<file path="src/source/mips_config.svh">
`ifndef MIPS_CONFIG_SVH
`define MIPS_CONFIG_SVH

// Issue queue entries, also the upstream credits at reset
`define EXEC_QUEUE_DEPTH 4

// Most output credits downstream may hand out unspent
`define EXEC_CREDIT_MAX 8

`endif

</file>
<file path="src/source/issueQueue.sv">
`timescale 1ns/1ns
`default_nettype none
`include "mips_config.svh"

module issueQueue (
	input logic clk,
	input logic rst,
	input logic push,
	input logic [31:0] pushInstruction,
	input logic [31:0] pushData1,
	input logic [31:0] pushData2,
	input logic pop,
	output logic empty,
	output logic [31:0] headInstruction,
	output logic [31:0] headData1,
	output logic [31:0] headData2,
	output logic creditReturn
);
	localparam int Depth = `EXEC_QUEUE_DEPTH;
	localparam int PtrWidth = (Depth > 1) ? $clog2(Depth) : 1;
	localparam int CountWidth = $clog2(Depth + 1);

	logic [31:0] instrMem [Depth];
	logic [31:0] data1Mem [Depth];
	logic [31:0] data2Mem [Depth];
	logic [PtrWidth-1:0] readPtr;
	logic [PtrWidth-1:0] writePtr;
	logic [CountWidth-1:0] count;
	logic full;
	logic doPush;
	logic doPop;

	function automatic logic [PtrWidth-1:0] advance(input logic [PtrWidth-1:0] ptr);
		return (ptr == PtrWidth'(Depth - 1)) ? '0 : ptr + PtrWidth'(1);
	endfunction

	assign full = (count == CountWidth'(Depth));
	assign empty = (count == '0);
	assign doPush = push && !full;
	assign doPop = pop && !empty;

	assign headInstruction = instrMem[readPtr];
	assign headData1 = data1Mem[readPtr];
	assign headData2 = data2Mem[readPtr];

	always_ff @(posedge clk) begin
		if (rst) begin
			readPtr <= '0;
			writePtr <= '0;
			count <= '0;
			creditReturn <= 1'b0;
		end else begin
			if (doPush)
				writePtr <= advance(writePtr);
			if (doPop)
				readPtr <= advance(readPtr);
			count <= count + CountWidth'(doPush) - CountWidth'(doPop);
			creditReturn <= doPop; // One credit back per entry freed
		end
	end

	always_ff @(posedge clk) begin
		if (doPush) begin
			instrMem[writePtr] <= pushInstruction;
			data1Mem[writePtr] <= pushData1;
			data2Mem[writePtr] <= pushData2;
		end
	end

endmodule

`default_nettype wire

</file>
<file path="config.mk">
export PLATFORM = sky130hd
export DESIGN_NAME = issueQueue
export DESIGN_NICKNAME = d
export VERILOG_FILES = /design/src/source/issueQueue.sv
export VERILOG_INCLUDE_DIRS = /design/src /design/src/source
export SDC_FILE = /design/constraint.sdc
export NUM_CORES = 1
export LEC_CHECK = 0
export BUFFER_PORTS_ARGS = -buffer_cell sky130_fd_sc_hd__buf_2
export CAP_MARGIN = 30
export CORE_MARGIN = 1.5
export CORE_UTILIZATION = 55
export CTS_CLUSTER_DIAMETER = 100
export CTS_CLUSTER_SIZE = 25
export DETAILED_ROUTE_END_ITERATION = 6
export PLACE_DENSITY = 0.77
export SLEW_MARGIN = 20
export SYNTH_ARGS = -nofsm -noshare
export SYNTH_HDL_FRONTEND = slang
export SYNTH_SLANG_ARGS = --single-unit
</file>
<file path="constraint.sdc">
create_clock -name clk -period 5.45 [get_ports clk]
set_input_delay 0.545 -clock clk [delete_from_list [all_inputs] [get_ports clk]]
set_output_delay 0.545 -clock clk [all_outputs]
set_load 0.02 [all_outputs]
</file>
# Word level (Yosys, flattened, before mapping)

Memories as Yosys holds them, arrays and structs flattened. A register that Yosys moved wholly into a read port is not among the register bits.
Index checks and enable logic that the tools add are counted.

$add $sub $neg: 4
Equality and inequality tests: 3
Mux-type cells: 10
Reduce and logical (&&, ||, !) cells: 5

Operator list:

| kind                  | count |
|---|---|
| $mux W2               | 8 |
| $add A2 B1 Y2 const B | 2 |
| $eq A2 B2 Y1 const B  | 2 |
| $add A3 B1 Y3         | 1 |
| $eq A3 B3 Y1 const B  | 1 |
| $logic_not A3 Y1      | 1 |
| $sub A3 B1 Y3         | 1 |
| $logic_and A1 B1 Y1   | 2 |
| $logic_not A1 Y1      | 2 |
| $mux W1               | 2 |

Flip-flop bits (word level): 8
Memory bits (writable): 384
Bits of input ports: 100
Output and inout port bits: 98
Logic and storage cells: 29
Memories: 3

Memory list:

| memory   | words | bits a word | read ports | clocked after memory_dff | write ports | line             | RTL |
|---|---|---|---|---|---|---|---|
| data1Mem | 4     | 32          | 1          | 1                        | 1           | issueQueue.sv:24 | `logic [31:0] data1Mem [Depth];` |
| data2Mem | 4     | 32          | 1          | 1                        | 1           | issueQueue.sv:25 | `logic [31:0] data2Mem [Depth];` |
| instrMem | 4     | 32          | 1          | 1                        | 1           | issueQueue.sv:23 | `logic [31:0] instrMem [Depth];` |

# Depth between registers and ports, before layout

Depth after elaboration: 5
Depth in mapped cells: 10
Mapped depth without buffers: 10

# Worst setup path before layout

OpenSTA, ideal clock, no wires.

Path type: reg2reg
From: reg count[2]
To: mem data1Mem[1][0] (enable)
Setup time: 0.466 ns
Arrival time: 2.841 ns
Required time: 4.984 ns
Path slack: 2.142 ns
Cell stages (with the launch flop): 3
Path buffers: 0
Period minus slack after synthesis: 3.308 ns
Path through: dfxtp_1 -> or3b_4 -> and3_1

Word-level cells in the longest chain between the ends: 5

Ends and longest elaborated chain:

| item                          | line             | RTL |
|---|---|---|
| from (decl)                   | issueQueue.sv:28 | `logic [CountWidth-1:0] count;` |
| from (signal assigned)        | issueQueue.sv:57 | `count <= count + CountWidth'(doPush) - CountWidth'(doPop);` |
| $eq A3 B3 Y1                  | issueQueue.sv:37 | `assign full = (count == CountWidth'(Depth));` |
| $logic_not A1 Y1              | issueQueue.sv:39 | `assign doPush = push && !full;` |
| $logic_and A1 B1 Y1           | issueQueue.sv:39 |  |
| $mux W1                       | issueQueue.sv:63 | `if (doPush) begin` |
| $mux W1 (implied by the code) | issueQueue.sv:65 | `data1Mem[writePtr] <= pushData1;` |
| to (decl)                     | issueQueue.sv:24 |  |

No other way between the ends.

==> reports/metrics.csv <==
metric,value,unit
Yosys top cell area share,80.3,%
Sw Pwr,1970,uW
clock slew at reported path FFs,100,ps
VDD IR max,0.338,mV
number of synthesized register bits,394,
1st-iter DRT viols,547,
port bufs,197,
max-slew violations,0,
CP Data Required Time,4910,ps
sequential cell area fraction in the yosys report,81.7,%
Ports,198,
Worst Path Arrival,2750,ps
clock latency on the worst-skew pair,520,ps
main combinational cell family by area after synthesis,multiplexers,
CP cell instances,buf_4 > mux4_2 > buf_2,
met2 wire length,12.7,mm
WL final,25.2,mm
core area,25400,sq um
Pleak,0.00535,uW
Worst Setup End Kind,output port,
Final Hold Viols,0,
CTS Hold Bufs,0,
xor-xnor portion of the synthesized cell area,0.122,%
Syn. warnings,0,
Power Internal,5060,uW
"Setup Fix Bufs, Post-CTS",0,
DR vias/cell,5.68,
sequential share of power,54.2,%
Fmax,0.304,GHz
DP HPWL,15.5,mm
gr usage total,18.9,%
Post-DRT Antenna Nets,0,
crit path kind,reg2out,
H-tree depth,1,
Finished Layout Cells,1100,
Die Y,165,um
RSZ-0062 raised after global routing,no,
Mapped Cells,553,
Avg WL per Cell,22.9,um
Post-CTS Resized,0,
Synth Area in Simple Gates,0.750,%
clock root cell,clkbuf_16,
Met1 Wirelength,10.4,mm
initial core utilization,56.5,%
grt total ovfl,0,
CTS sink count,394,
Initial DRT Pass Iterations,4,
Placed Instances,1064,
HP Class,in2reg,
Post-Syn Area,14400,sq um
average size of a mapped cell,26.0,sq um
row cnt,58,
post-synthesis adder-cell area fraction,0.750,%
first-pass GRT wire length,38.1,mm
Final setup viols,0,
Final Util,64.0,%
CP max stage delay,910,ps
top area cells in the synthesized netlist,"edfxtp_1 80%, mux4_2 15%, dfxtp_1 1.4%",
Die ar.,27100,sq um
Synth-to-Final Area Change,13.3,%
setup TNS,0,ps
CTS buffer count,19,
Period minus WS final,3290,ps
Netlist cell types,24,
Setup WS post-layout,2160,ps
pre-CTS WS,2660,ps
crit path max fanout,56,
WL met3,1.73,mm
mux share of post-synthesis cell area,15.2,%
Clk pwr share,21.7,%
Mapped Nets,661,
Placer Congestion,0.707,
critical path startpoint category,flip-flop,
Highest Signal Layer,met5,
final cycle utilization of the critical path,60.4,%
vias in the first global route,6621,
Sw Share,28.0,%
layout cell share with drive strength beyond 1,43.0,%
status,"complete, no violations",
largest net degree at the start of global routing,62,
Compound-Gate Fraction of Synth Area,0.139,%
CTS tree,yes,
DR DRC count,0,
Worst path slowest cell,dfxtp_4,
clk_skew,12.5,ps
transition time of the tightest slew-check pin,864,ps
final hold slack,231,ps
post-synth top area cell,edfxtp_1,
Worst slew margin,42.4,%
pwr dens,432,nW/um^2
Die Wd,165,um
via count,6248,
Comb pwr share,24.1,%
number of antenna violations at the first check in global routing,2,
# nets final,864,
clk buf depth,3,
Max-Cap Viols,0,
==> final timing paths <==
kind,from,endpoint,slack [ps],cells past startpoint
hold reg to reg,readPtr[0]$_SDFFE_PP0N_,flip-flop,510,2
setup / recovery,flip-flop,headData2[8],2160,3
hold / removal,pushData1[25],data1Mem[2][25]$_DFFE_PP_,230,1
setup reg to reg,count[1]$_SDFF_PP0_,count[2]$_SDFF_PP0_,2800,9
==> registers in the layout, summed over array words and instances, names as in the netlist, named ones only <==
name	cells
data1Mem	128
data2Mem	128
count	3
readPtr	2
creditReturn	1
instrMem	128
writePtr	2
==> cell type report <==
cell class	count	area (sq um)
Sequential cell	394	11700
Fill cell	1704	9140
Multi-Input combinational cell	129	2450
Timing Repair Buffer	205	1080
Clock buffer	32	524
Tap cell	330	413
Inverter	7	26.3
Clock inverter	2	17.5
Antenna cell	1	2.50
==> synthesized netlist by cell type, drive strengths merged <==
master  instances
edfxtp        384
mux4           96
buf            17
dfxtp          10
ha              7
inv             7
clkbuf          6
and3            4
nor2            3
mux2i           2
nand2b          2
nor2b           2
nor3            2
o31ai           2
xnor2           2
a21oi           1
and2            1
fa              1
nand2           1
nand3           1
or3             1
or3b            1
==> critical path, delay by kind of cell (launching register included) <==
family | cells | cell delay, ps
multiplexers | 1 | 460
flip-flops | 1 | 910
buffers and inverters | 2 | 820
==> power groups by stage <==
stage / sequential, uW / clock (uW) / combinational (uW)
after floorplan: 3810 / 0 / 1250
after global placement: 3900 / 0 / 1640
after detailed placement: 3890 / 0 / 1720
after CTS: 3820 / 1560 / 1720
after global routing: 3840 / 1670 / 1820
final: 3810 / 1530 / 1700
==> cells in the final DEF, fill, tap and decap left out, types with 3 or more instances in the layout <==
master       n
and3_4       4
buf_12       3
buf_2      197
buf_4        5
clkbuf_1    13
clkbuf_16   19
dfxtp_1      8
edfxtp_1   384
ha_1         7
inv_1        7
mux4_2      96
nor2_1       3
==> logic make-up after synthesis <==
family                     count (synthesis)
AOI/OAI and AO/OA                          3
xor gates and xnor gates                   2
adders and majority gates                  8
buffers and inverters                     30
DFF                                      394
muxes                                     98
and+or+nand+nor                           18
==> per-layer routing <==
| metal | up-vias | track usage [%] |
|---|---|---|
| li1 | 2758 | - |
| met1 | 3262 | 27.1 |
| met2 | 199 | 31.4 |
| met3 | 25 | 3.29 |
| met4 | 4 | 3.64 |
| met5 | - | 0 |
==> through the flow <==
stage                     area (sq um)  power (uW)
after floorplan                  14400        5060
after global placement           15700        5540
after detailed placement         15700        5610
after CTS                        16200        7100
after global routing             16300        7340
final                            16300        7030
Power figures use the tool's default switching activity.
