[src/source/mips_config.svh]
`ifndef MIPS_CONFIG_SVH
`define MIPS_CONFIG_SVH

// Issue queue entries, also the upstream credits at reset
`define EXEC_QUEUE_DEPTH 4

// Most output credits downstream may hand out unspent
`define EXEC_CREDIT_MAX 8

`endif

[src/source/execPkg.sv]
`default_nettype none

package execPkg;

	typedef enum logic [2:0] {
		HILO_NONE,
		HILO_MULT,
		HILO_MULTU,
		HILO_DIV,
		HILO_DIVU,
		HILO_MTHI,
		HILO_MTLO
	} hiLoOpT;

	typedef enum logic [3:0] {
		MEM_NONE,
		MEM_LB,
		MEM_LBU,
		MEM_LH,
		MEM_LHU,
		MEM_LW,
		MEM_LWL,
		MEM_LWR,
		MEM_SB,
		MEM_SH,
		MEM_SW
	} memOpT;

	typedef enum logic {
		DISPATCH_IDLE,
		DISPATCH_MEM // Waiting on the load/store unit
	} dispatchStateT;

endpackage

`default_nettype wire

[src/source/loadStoreUnit.sv]
`timescale 1ns/1ns
`default_nettype none

module loadStoreUnit (
	input logic clk,
	input logic rst,
	input logic start,
	input execPkg::memOpT memOp,
	input logic [31:0] address,
	input logic [1:0] byteOffset,
	input logic [3:0] byteEnable,
	input logic [31:0] rtValue,
	output logic done,
	output logic [31:0] loadResult,
	output logic [31:0] memAddress,
	output logic [3:0] memByteEnable,
	output logic memRead,
	output logic memWrite,
	output logic [31:0] memWriteData,
	input logic memWaitRequest,
	input logic [31:0] memReadData
);
	import execPkg::*;

	memOpT opReg;
	logic [1:0] offsetReg;
	logic [31:0] rtReg;
	logic isStore;
	logic [31:0] storeData;
	logic [7:0] laneByte;
	logic [15:0] laneHalf;
	logic [31:0] laneMask;

	assign isStore = (memOp == MEM_SB || memOp == MEM_SH || memOp == MEM_SW);

	always_comb begin
		case (memOp)
			MEM_SB: storeData = rtValue << {byteOffset, 3'b000};
			MEM_SH: storeData = byteOffset[1] ? {rtValue[15:0], 16'b0} : {16'b0, rtValue[15:0]};
			default: storeData = rtValue;
		endcase
	end

	always_ff @(posedge clk) begin
		if (rst) begin
			memRead <= 1'b0;
			memWrite <= 1'b0;
		end else if (done) begin
			memRead <= 1'b0;
			memWrite <= 1'b0;
		end else if (start && memOp != MEM_NONE) begin
			memRead <= !isStore;
			memWrite <= isStore;
		end
	end

	// Request held steady until the bus accepts it
	always_ff @(posedge clk) begin
		if (start) begin
			memAddress <= address;
			memByteEnable <= byteEnable;
			memWriteData <= storeData;
			opReg <= memOp;
			offsetReg <= byteOffset;
			rtReg <= rtValue;
		end
	end

	assign done = (memRead || memWrite) && !memWaitRequest;

	assign laneByte = memReadData[{offsetReg, 3'b000} +: 8];
	assign laneHalf = offsetReg[1] ? memReadData[31:16] : memReadData[15:0];
	assign laneMask = {{8{memByteEnable[3]}}, {8{memByteEnable[2]}},
		{8{memByteEnable[1]}}, {8{memByteEnable[0]}}};

	always_comb begin
		case (opReg)
			MEM_LB: loadResult = {{24{laneByte[7]}}, laneByte};
			MEM_LBU: loadResult = {24'b0, laneByte};
			MEM_LH: loadResult = {{16{laneHalf[15]}}, laneHalf};
			MEM_LHU: loadResult = {16'b0, laneHalf};
			MEM_LW: loadResult = memReadData;
			MEM_LWL, MEM_LWR: loadResult = (memReadData & laneMask) | (rtReg & ~laneMask); // Merge with rt
			default: loadResult = '0;
		endcase
	end

endmodule

`default_nettype wire

[config.mk]
export PLATFORM = sky130hd
export DESIGN_NAME = loadStoreUnit
export DESIGN_NICKNAME = d
export VERILOG_FILES = /design/src/source/mips_config.svh /design/src/source/execPkg.sv /design/src/source/loadStoreUnit.sv
export SDC_FILE = /design/constraint.sdc
export NUM_CORES = 1
export LEC_CHECK = 0
export BUFFER_PORTS_ARGS = -buffer_cell sky130_fd_sc_hd__clkbuf_2
export CORE_MARGIN = 3
export CORE_UTILIZATION = 52
export CTS_CLUSTER_DIAMETER = 200
export DETAILED_ROUTE_END_ITERATION = 8
export PLACE_DENSITY = 0.85
export SYNTH_ARGS = -nofsm -noshare
export SYNTH_HDL_FRONTEND = slang
export SYNTH_SLANG_ARGS = --single-unit
[constraint.sdc]
create_clock -name clk -period 3.4 [get_ports clk]
set_input_delay 0.17 -clock clk [delete_from_list [all_inputs] [get_ports clk]]
set_output_delay 0.17 -clock clk [all_outputs]
set_load 0.01 [all_outputs]
# ---- After elaboration in Yosys (flattened, before gate mapping)
# Index checks and enable logic that the tools add are counted.
dict set report totals {
  output_inout_bits 103
  latchBits 0
  mem_bits_ro 0
  ram_bits 0
  n_memories 0
  regBits 108
  inputBits 110
  elab_cells 38
}
dict set report op_classes {
  eq_ne 10
  bitwise 4
  n_lt_le_gt_ge 0
  reduce_logical 10
  n_shift 2
  n_div 0
  n_mul 0
  n_mux 4
  n_addsub 0
}
# op count
set ops {}
lappend ops {{32-bit case mux with 6 select lines} 1}
lappend ops {{32-bit bitwise AND} 2}
lappend ops {{32-bit case mux with 2 select lines} 1}
lappend ops {{32-bit 2-to-1 mux} 1}
lappend ops {{32-bit inverter} 1}
lappend ops {{32-bit bitwise OR} 1}
lappend ops {{32-bit by 6-bit indexed part select with 8-bit output} 1}
lappend ops {{32-bit by 5-bit << shifter with 32-bit output} 1}
lappend ops {{4-bit by 3-bit equality test with 1-bit output, second input constant} 4}
lappend ops {{16-bit 2-to-1 mux} 1}
lappend ops {{4-bit equality test, second input constant} 3}
lappend ops {{4-bit by 2-bit equality test with 1-bit output, second input constant} 2}
lappend ops {{4-bit by 1-bit equality test with 1-bit output, second input constant} 1}
lappend ops {{4-bit nonzero test} 1}
lappend ops {{2-bit OR reduction} 2}
lappend ops {{1-bit logical OR} 3}
lappend ops {{1-bit logical AND} 2}
lappend ops {{1-bit logical NOT} 2}

# ---- Depth between registers and ports, before layout
dict set report depth {
  word_depth 4
  ltp_mapped 5
  ltp_nobuf 3
}

# ---- Worst setup path after synthesis
# No wires, ideal clock.
dict set report synth_timing {
  kind {register -> output}
  startpoint {register offsetReg[0]}
  endpoint {output port loadResult[17]}
  required_ns 3.230
  stages_incl_launch_ff 6
  arrival_time_ns 1.350
  n_path_buf 2
  slack_ns 1.880
  path_cell_list {edfxtp_1 > buf_4 > nor2_1 > mux2_2 > buf_6 > o21ai_1}
}
dict set report synth_between {
  elab_chain_len 2
}
# item line_no
set synth_rtl {}
lappend synth_rtl {{start, declared} loadStoreUnit.sv:26} ;# logic [1:0] offsetReg;
lappend synth_rtl {{start signal, assigned} loadStoreUnit.sv:64} ;# offsetReg <= byteOffset;
lappend synth_rtl {{32-bit by 6-bit indexed part select with 8-bit output} loadStoreUnit.sv:71} ;# assign laneByte = memReadData[{offsetReg, 3'b000} +: 8];
lappend synth_rtl {{32-bit case mux with 6 select lines} loadStoreUnit.sv:77} ;# case (opReg)
lappend synth_rtl {{end, declared} loadStoreUnit.sv:14} ;# output logic [31:0] loadResult,
# Every way passes these cells.

# ---- Worst setup path in the final report
dict set report layout_timing {
  startpoint {register opReg[3]}
  endpoint {output port loadResult[7]}
}
dict set report layout_between {
  elab_chain_len 3
  elab_cells_between_ends 9
  cone_classes {7 x eq/ne; 1 x mux; 1 x reduce/logical}
}
# item line_no
set layout_rtl {}
lappend layout_rtl {{start, declared} loadStoreUnit.sv:25} ;# memOpT opReg;
lappend layout_rtl {{start signal, assigned} loadStoreUnit.sv:63} ;# opReg <= memOp;
lappend layout_rtl {{4-bit by 3-bit equality test with 1-bit output} loadStoreUnit.sv:77}
lappend layout_rtl {{2-bit OR reduction} loadStoreUnit.sv:77}
lappend layout_rtl {{32-bit case mux with 6 select lines (*)} loadStoreUnit.sv:77}
# Mark *: on every way between the ends. The rest lies on a longest branch, timed or not.

==> impl.org <==
** Status
- The flow ran to the end, and the final reports show no timing, DRC or antenna violations.

** GRT
- Entering global routing, the biggest net connects 58 pins.
- The first global-routing pass estimated 23800 um of wire.
- The number of antenna violations at the first check in global routing was 0.
- After global routing, the most crowded layer is met2.
- In the global route stage, met2 resource usage came out at 0.474.
- For met3 alone, demand over resource in global routing was 0.0747.
- GRT met1 Usage :: 0.321
- Leftover overflow at the end of global routing :: 0
- Vias in the first global route :: between 4000 and 5000
- GRT Util Overall :: 0.275

** Drt
- Via count :: 4442
- After detailed routing, the number of remaining DRC violations is 0.
- For this run, the detailed router's first-pass iteration total came to 5.
- The detailed router finished its first iteration with roughly 540 violations.
- Wires add up to roughly 16000 um.
- Routed wire per std cell :: approximately 21 um
- Vias per cell :: roughly 6.0
- Final ANT Viol Nets :: 0

** Placed design
- Including well taps, the total number of placed cells is ~690.
- Final GP Congestion :: between 0.9 and 1
- The wire-length estimate of the detail-placed layout is ~11000 um.
- Port buffering added ~210 buffers.

** Timing
- For the pin with the worst max-slew slack, the measured transition is 0.956 ns.
- The total count of max-transition violations in the final report is 0.
- Final setup fails :: 0
- Unrepaired setup endpoints after global routing :: no
- Final setup TNS :: 0 ns
- After layout, the minimum clock period comes to about 2.5 ns.
- Number of hold-slack violations in the final timing report :: 0
- Worst clock skew :: roughly 0.0010 ns
- Based on the critical path, the design can be clocked at up to between 300 and 400 MHz.
- Final clock period utilization by the worst path :: 0.744
- Headroom to the max-slew limit :: 0.361

** Finish
- Number of nets in the layout :: roughly 710
- For this run, the share of the core covered by cells in the final layout is 0.707.
- Area taken by flip-flops and latches :: about 0.0032 mm2
- Antenna Cells :: 0
- Layout cells sized above 1 :: 0.435
- Relative to the synthesized area, the layout overhead comes to 32.1%.
- In the final layout, the multi-input gates occupy around 0.0018 mm2.
- The count of cells in the finished layout, fillers not included, comes to 740.
- After filler insertion, the fill cell instance count of the layout stands at 700.

** Yosys
- Post-synthesis instance area :: between 0.005 and 0.006 mm2
- Of the post-synthesis cell area, the dominant cell type holds 0.606.
- The share of the Yosys chip area taken by registers is 0.613.
- Net Count, Synth :: 474
- Number of cells produced by synthesis :: 364
- Number of warnings issued by yosys :: 0
- Post-synthesis average cell area :: about 14 um2
- edfxtp_1 takes more of the synthesized area than any other cell.
- Number of synthesized register bits :: approximately 110
- Sorting the synthesized cells by area gives the leading types as edfxtp_1 (61%), a32oi_1 (5.0%), mux4_2 (3.4%).
- Counting distinct cell types in the post-synthesis netlist gives 49.

** CTS
- Root Buffer Master :: clkbuf_8
- For this design, the sink count on the clock tree is around 110.
- H-tree lvl count :: 3
- No sink is reached through more buffers than the 2 on the longest clock path.
- In this run, CTS created clock tree buffers numbering 9.
- The number of gates resized after CTS was 0.
- Reg clk slew, reported paths :: approximately 0.10 ns
- TritonCTS built the clock tree.
- The clock reaches the later pin of the worst-skew pair after approximately 0.35 ns.

** Floorplanning
- From left edge to right edge, the die measures 107 um.
- Core Footprint :: just under 0.01 mm2
- Die Footprint :: between 0.01 and 0.015 mm2
- Num ports :: around 210
- The floorplan has 36 rows.
- Initial Util :: 0.535
- Height of the die :: approximately 110 um

** Run
- Number of max-capacitance violations reported :: 0

** Critical path
- Data on the critical path arrives at its endpoint at roughly 2.4 ns.
- Worst R2R Path Depth :: 3
- The most critical setup path has its startpoint at opReg[3].
- Nature of the critical path endpoint :: output port
- R2r startpoint :: memRead
- For flop-to-flop paths, the worst setup slack is 2.54 ns.
- Required time of the critical path :: around 3.2 ns
- The critical path is of the reg2out type.
- Endpoint of the most critical register-to-register path :: memWrite
- Maximum net fanout on the critical path :: 16
- Setup crit start kind :: flop

** Power and ir drop
- Worst vdd rail ir drop :: roughly 0.38 mV
- Standby leakage power :: 2.88 nW
- For this design the ratio of total power to cell area is 441 mW/mm2.

** Min path
- Hold crit path type :: in2reg
- Startpoint of the tightest hold check path :: rtValue[31]
- Hold Path Cell Cnt :: 1
- Endpoint of the worst hold path :: rtReg[31]
repair_timing:
action / CTS / global route
hold buffers: 35 / 2
hold endpoints to repair: 35 / 2
buffers inserted: 0 / 0
flip-flops by register name, indices dropped and copies added, names as in the netlist:
| register | count |
|---|---|
| opReg | 4 |
| memWrite | 1 |
| rtReg | 32 |
| offsetReg | 2 |
| memAddress | 32 |
| memRead | 1 |
| memWriteData | 32 |
| memByteEnable | 4 |
layer usage:
layer  wire, um  up-vias  share of wire
met5          0        -              0
met4        524        0          0.033
met3       1670       48           0.11
met2       8040      329           0.51
met1       5570     2067           0.35
li1           -     1998              -
how the worst max path moves through the flow:
| stage | end | slack [ns] | depth (start not counted) |
|---|---|---|---|
| floorplan | loadResult[17] | 1.88 | 5 |
| global placement | loadResult[26] | 1.41 | 4 |
| detailed placement | loadResult[13] | 1.26 | 4 |
| CTS | loadResult[13] | 0.85 | 4 |
| global route | loadResult[12] | 0.72 | 4 |
| finish | loadResult[7] | 0.87 | 4 |
where the power goes:
group | internal, W | total [W] | switching, W | leakage (nW)
registers | 0.00158 | 0.00164 | 0.0000579 | 1.05
clock network | 0.000411 | 0.000821 | 0.000410 | 0.101
logic | 0.000261 | 0.000596 | 0.000335 | 1.72
logic make-up (layout without fill, tap and decap cells):
group,Yosys count,count (layout),synth area share
AO/OA/AOI/OAI,117,117,0.165
flip-flops,108,108,0.613
AND/OR/NAND/NOR,80,80,0.104
multiplexers,29,29,0.0769
buffers and inverters,29,272,0.0372
XOR/XNOR,1,1,0.00310
worst max-delay path: stages, from the launching register on:
cell and delay [ns]:
edfxtp_1 0.53, nor2_2 0.48, a31oi_2 0.46, o2111ai_1 0.35, clkbuf_2 0.18
metrics by stage:
step | hold WS (ns) | setup slack [ns] | power, W | area, um2
2_1_floorplan | 0.269 | 1.88 | 0.00194 | 5250
3_3_place_gp | 0.346 | 1.41 | 0.00221 | 6360
3_5_place_dp | 0.349 | 1.26 | 0.00222 | 6360
4_1_cts | 0.000924 | 0.855 | 0.00305 | 6920
5_1_grt | 0.00588 | 0.722 | 0.00317 | 6940
6_report | 0.0212 | 0.872 | 0.00306 | 6940
cell usage after synthesis, drive strengths merged:
library cell and n:
a211oi 1, nand3 18, mux2i 16, nand2 11, o211ai 22, nor2b 4, o2111ai 2, xor2 1
nor2 4, a21boi 1, a221o 8, dfxtp 2, a22oi 8, nand3b 2, o21ba 1, a21oi 9
or3b 1, o21ai 33, and4bb 2, nand4b 1, and3 8, a32oi 30, nor3b 2, o21bai 1
or4 1, clkbuf 4, nor3 2, nor4b 1, mux2 5, nand2b 2, and3b 9, nor4bb 3
and2 9, edfxtp 106, mux4 8, buf 25, a31oi 1
cell type report:
class,count,area share
flip-flops and latches,108,0.464
multi-input cells,227,0.265
repair buffers,256,0.216
well taps,133,0.0240
clock buffers,9,0.0178
clock inverters,7,0.0132
placed cells by master, fill, tap and decap left out, drive strengths merged, types with 9 or more instances in the layout:
master,count
edfxtp,106
and2,9
o21ai,33
mux2i,16
a21oi,9
a32oi,30
clkbuf,220
nand2,11
and3b,9
nand3,18
o211ai,22
dlygate4sd3,37
Power figures use the tool's default switching activity.
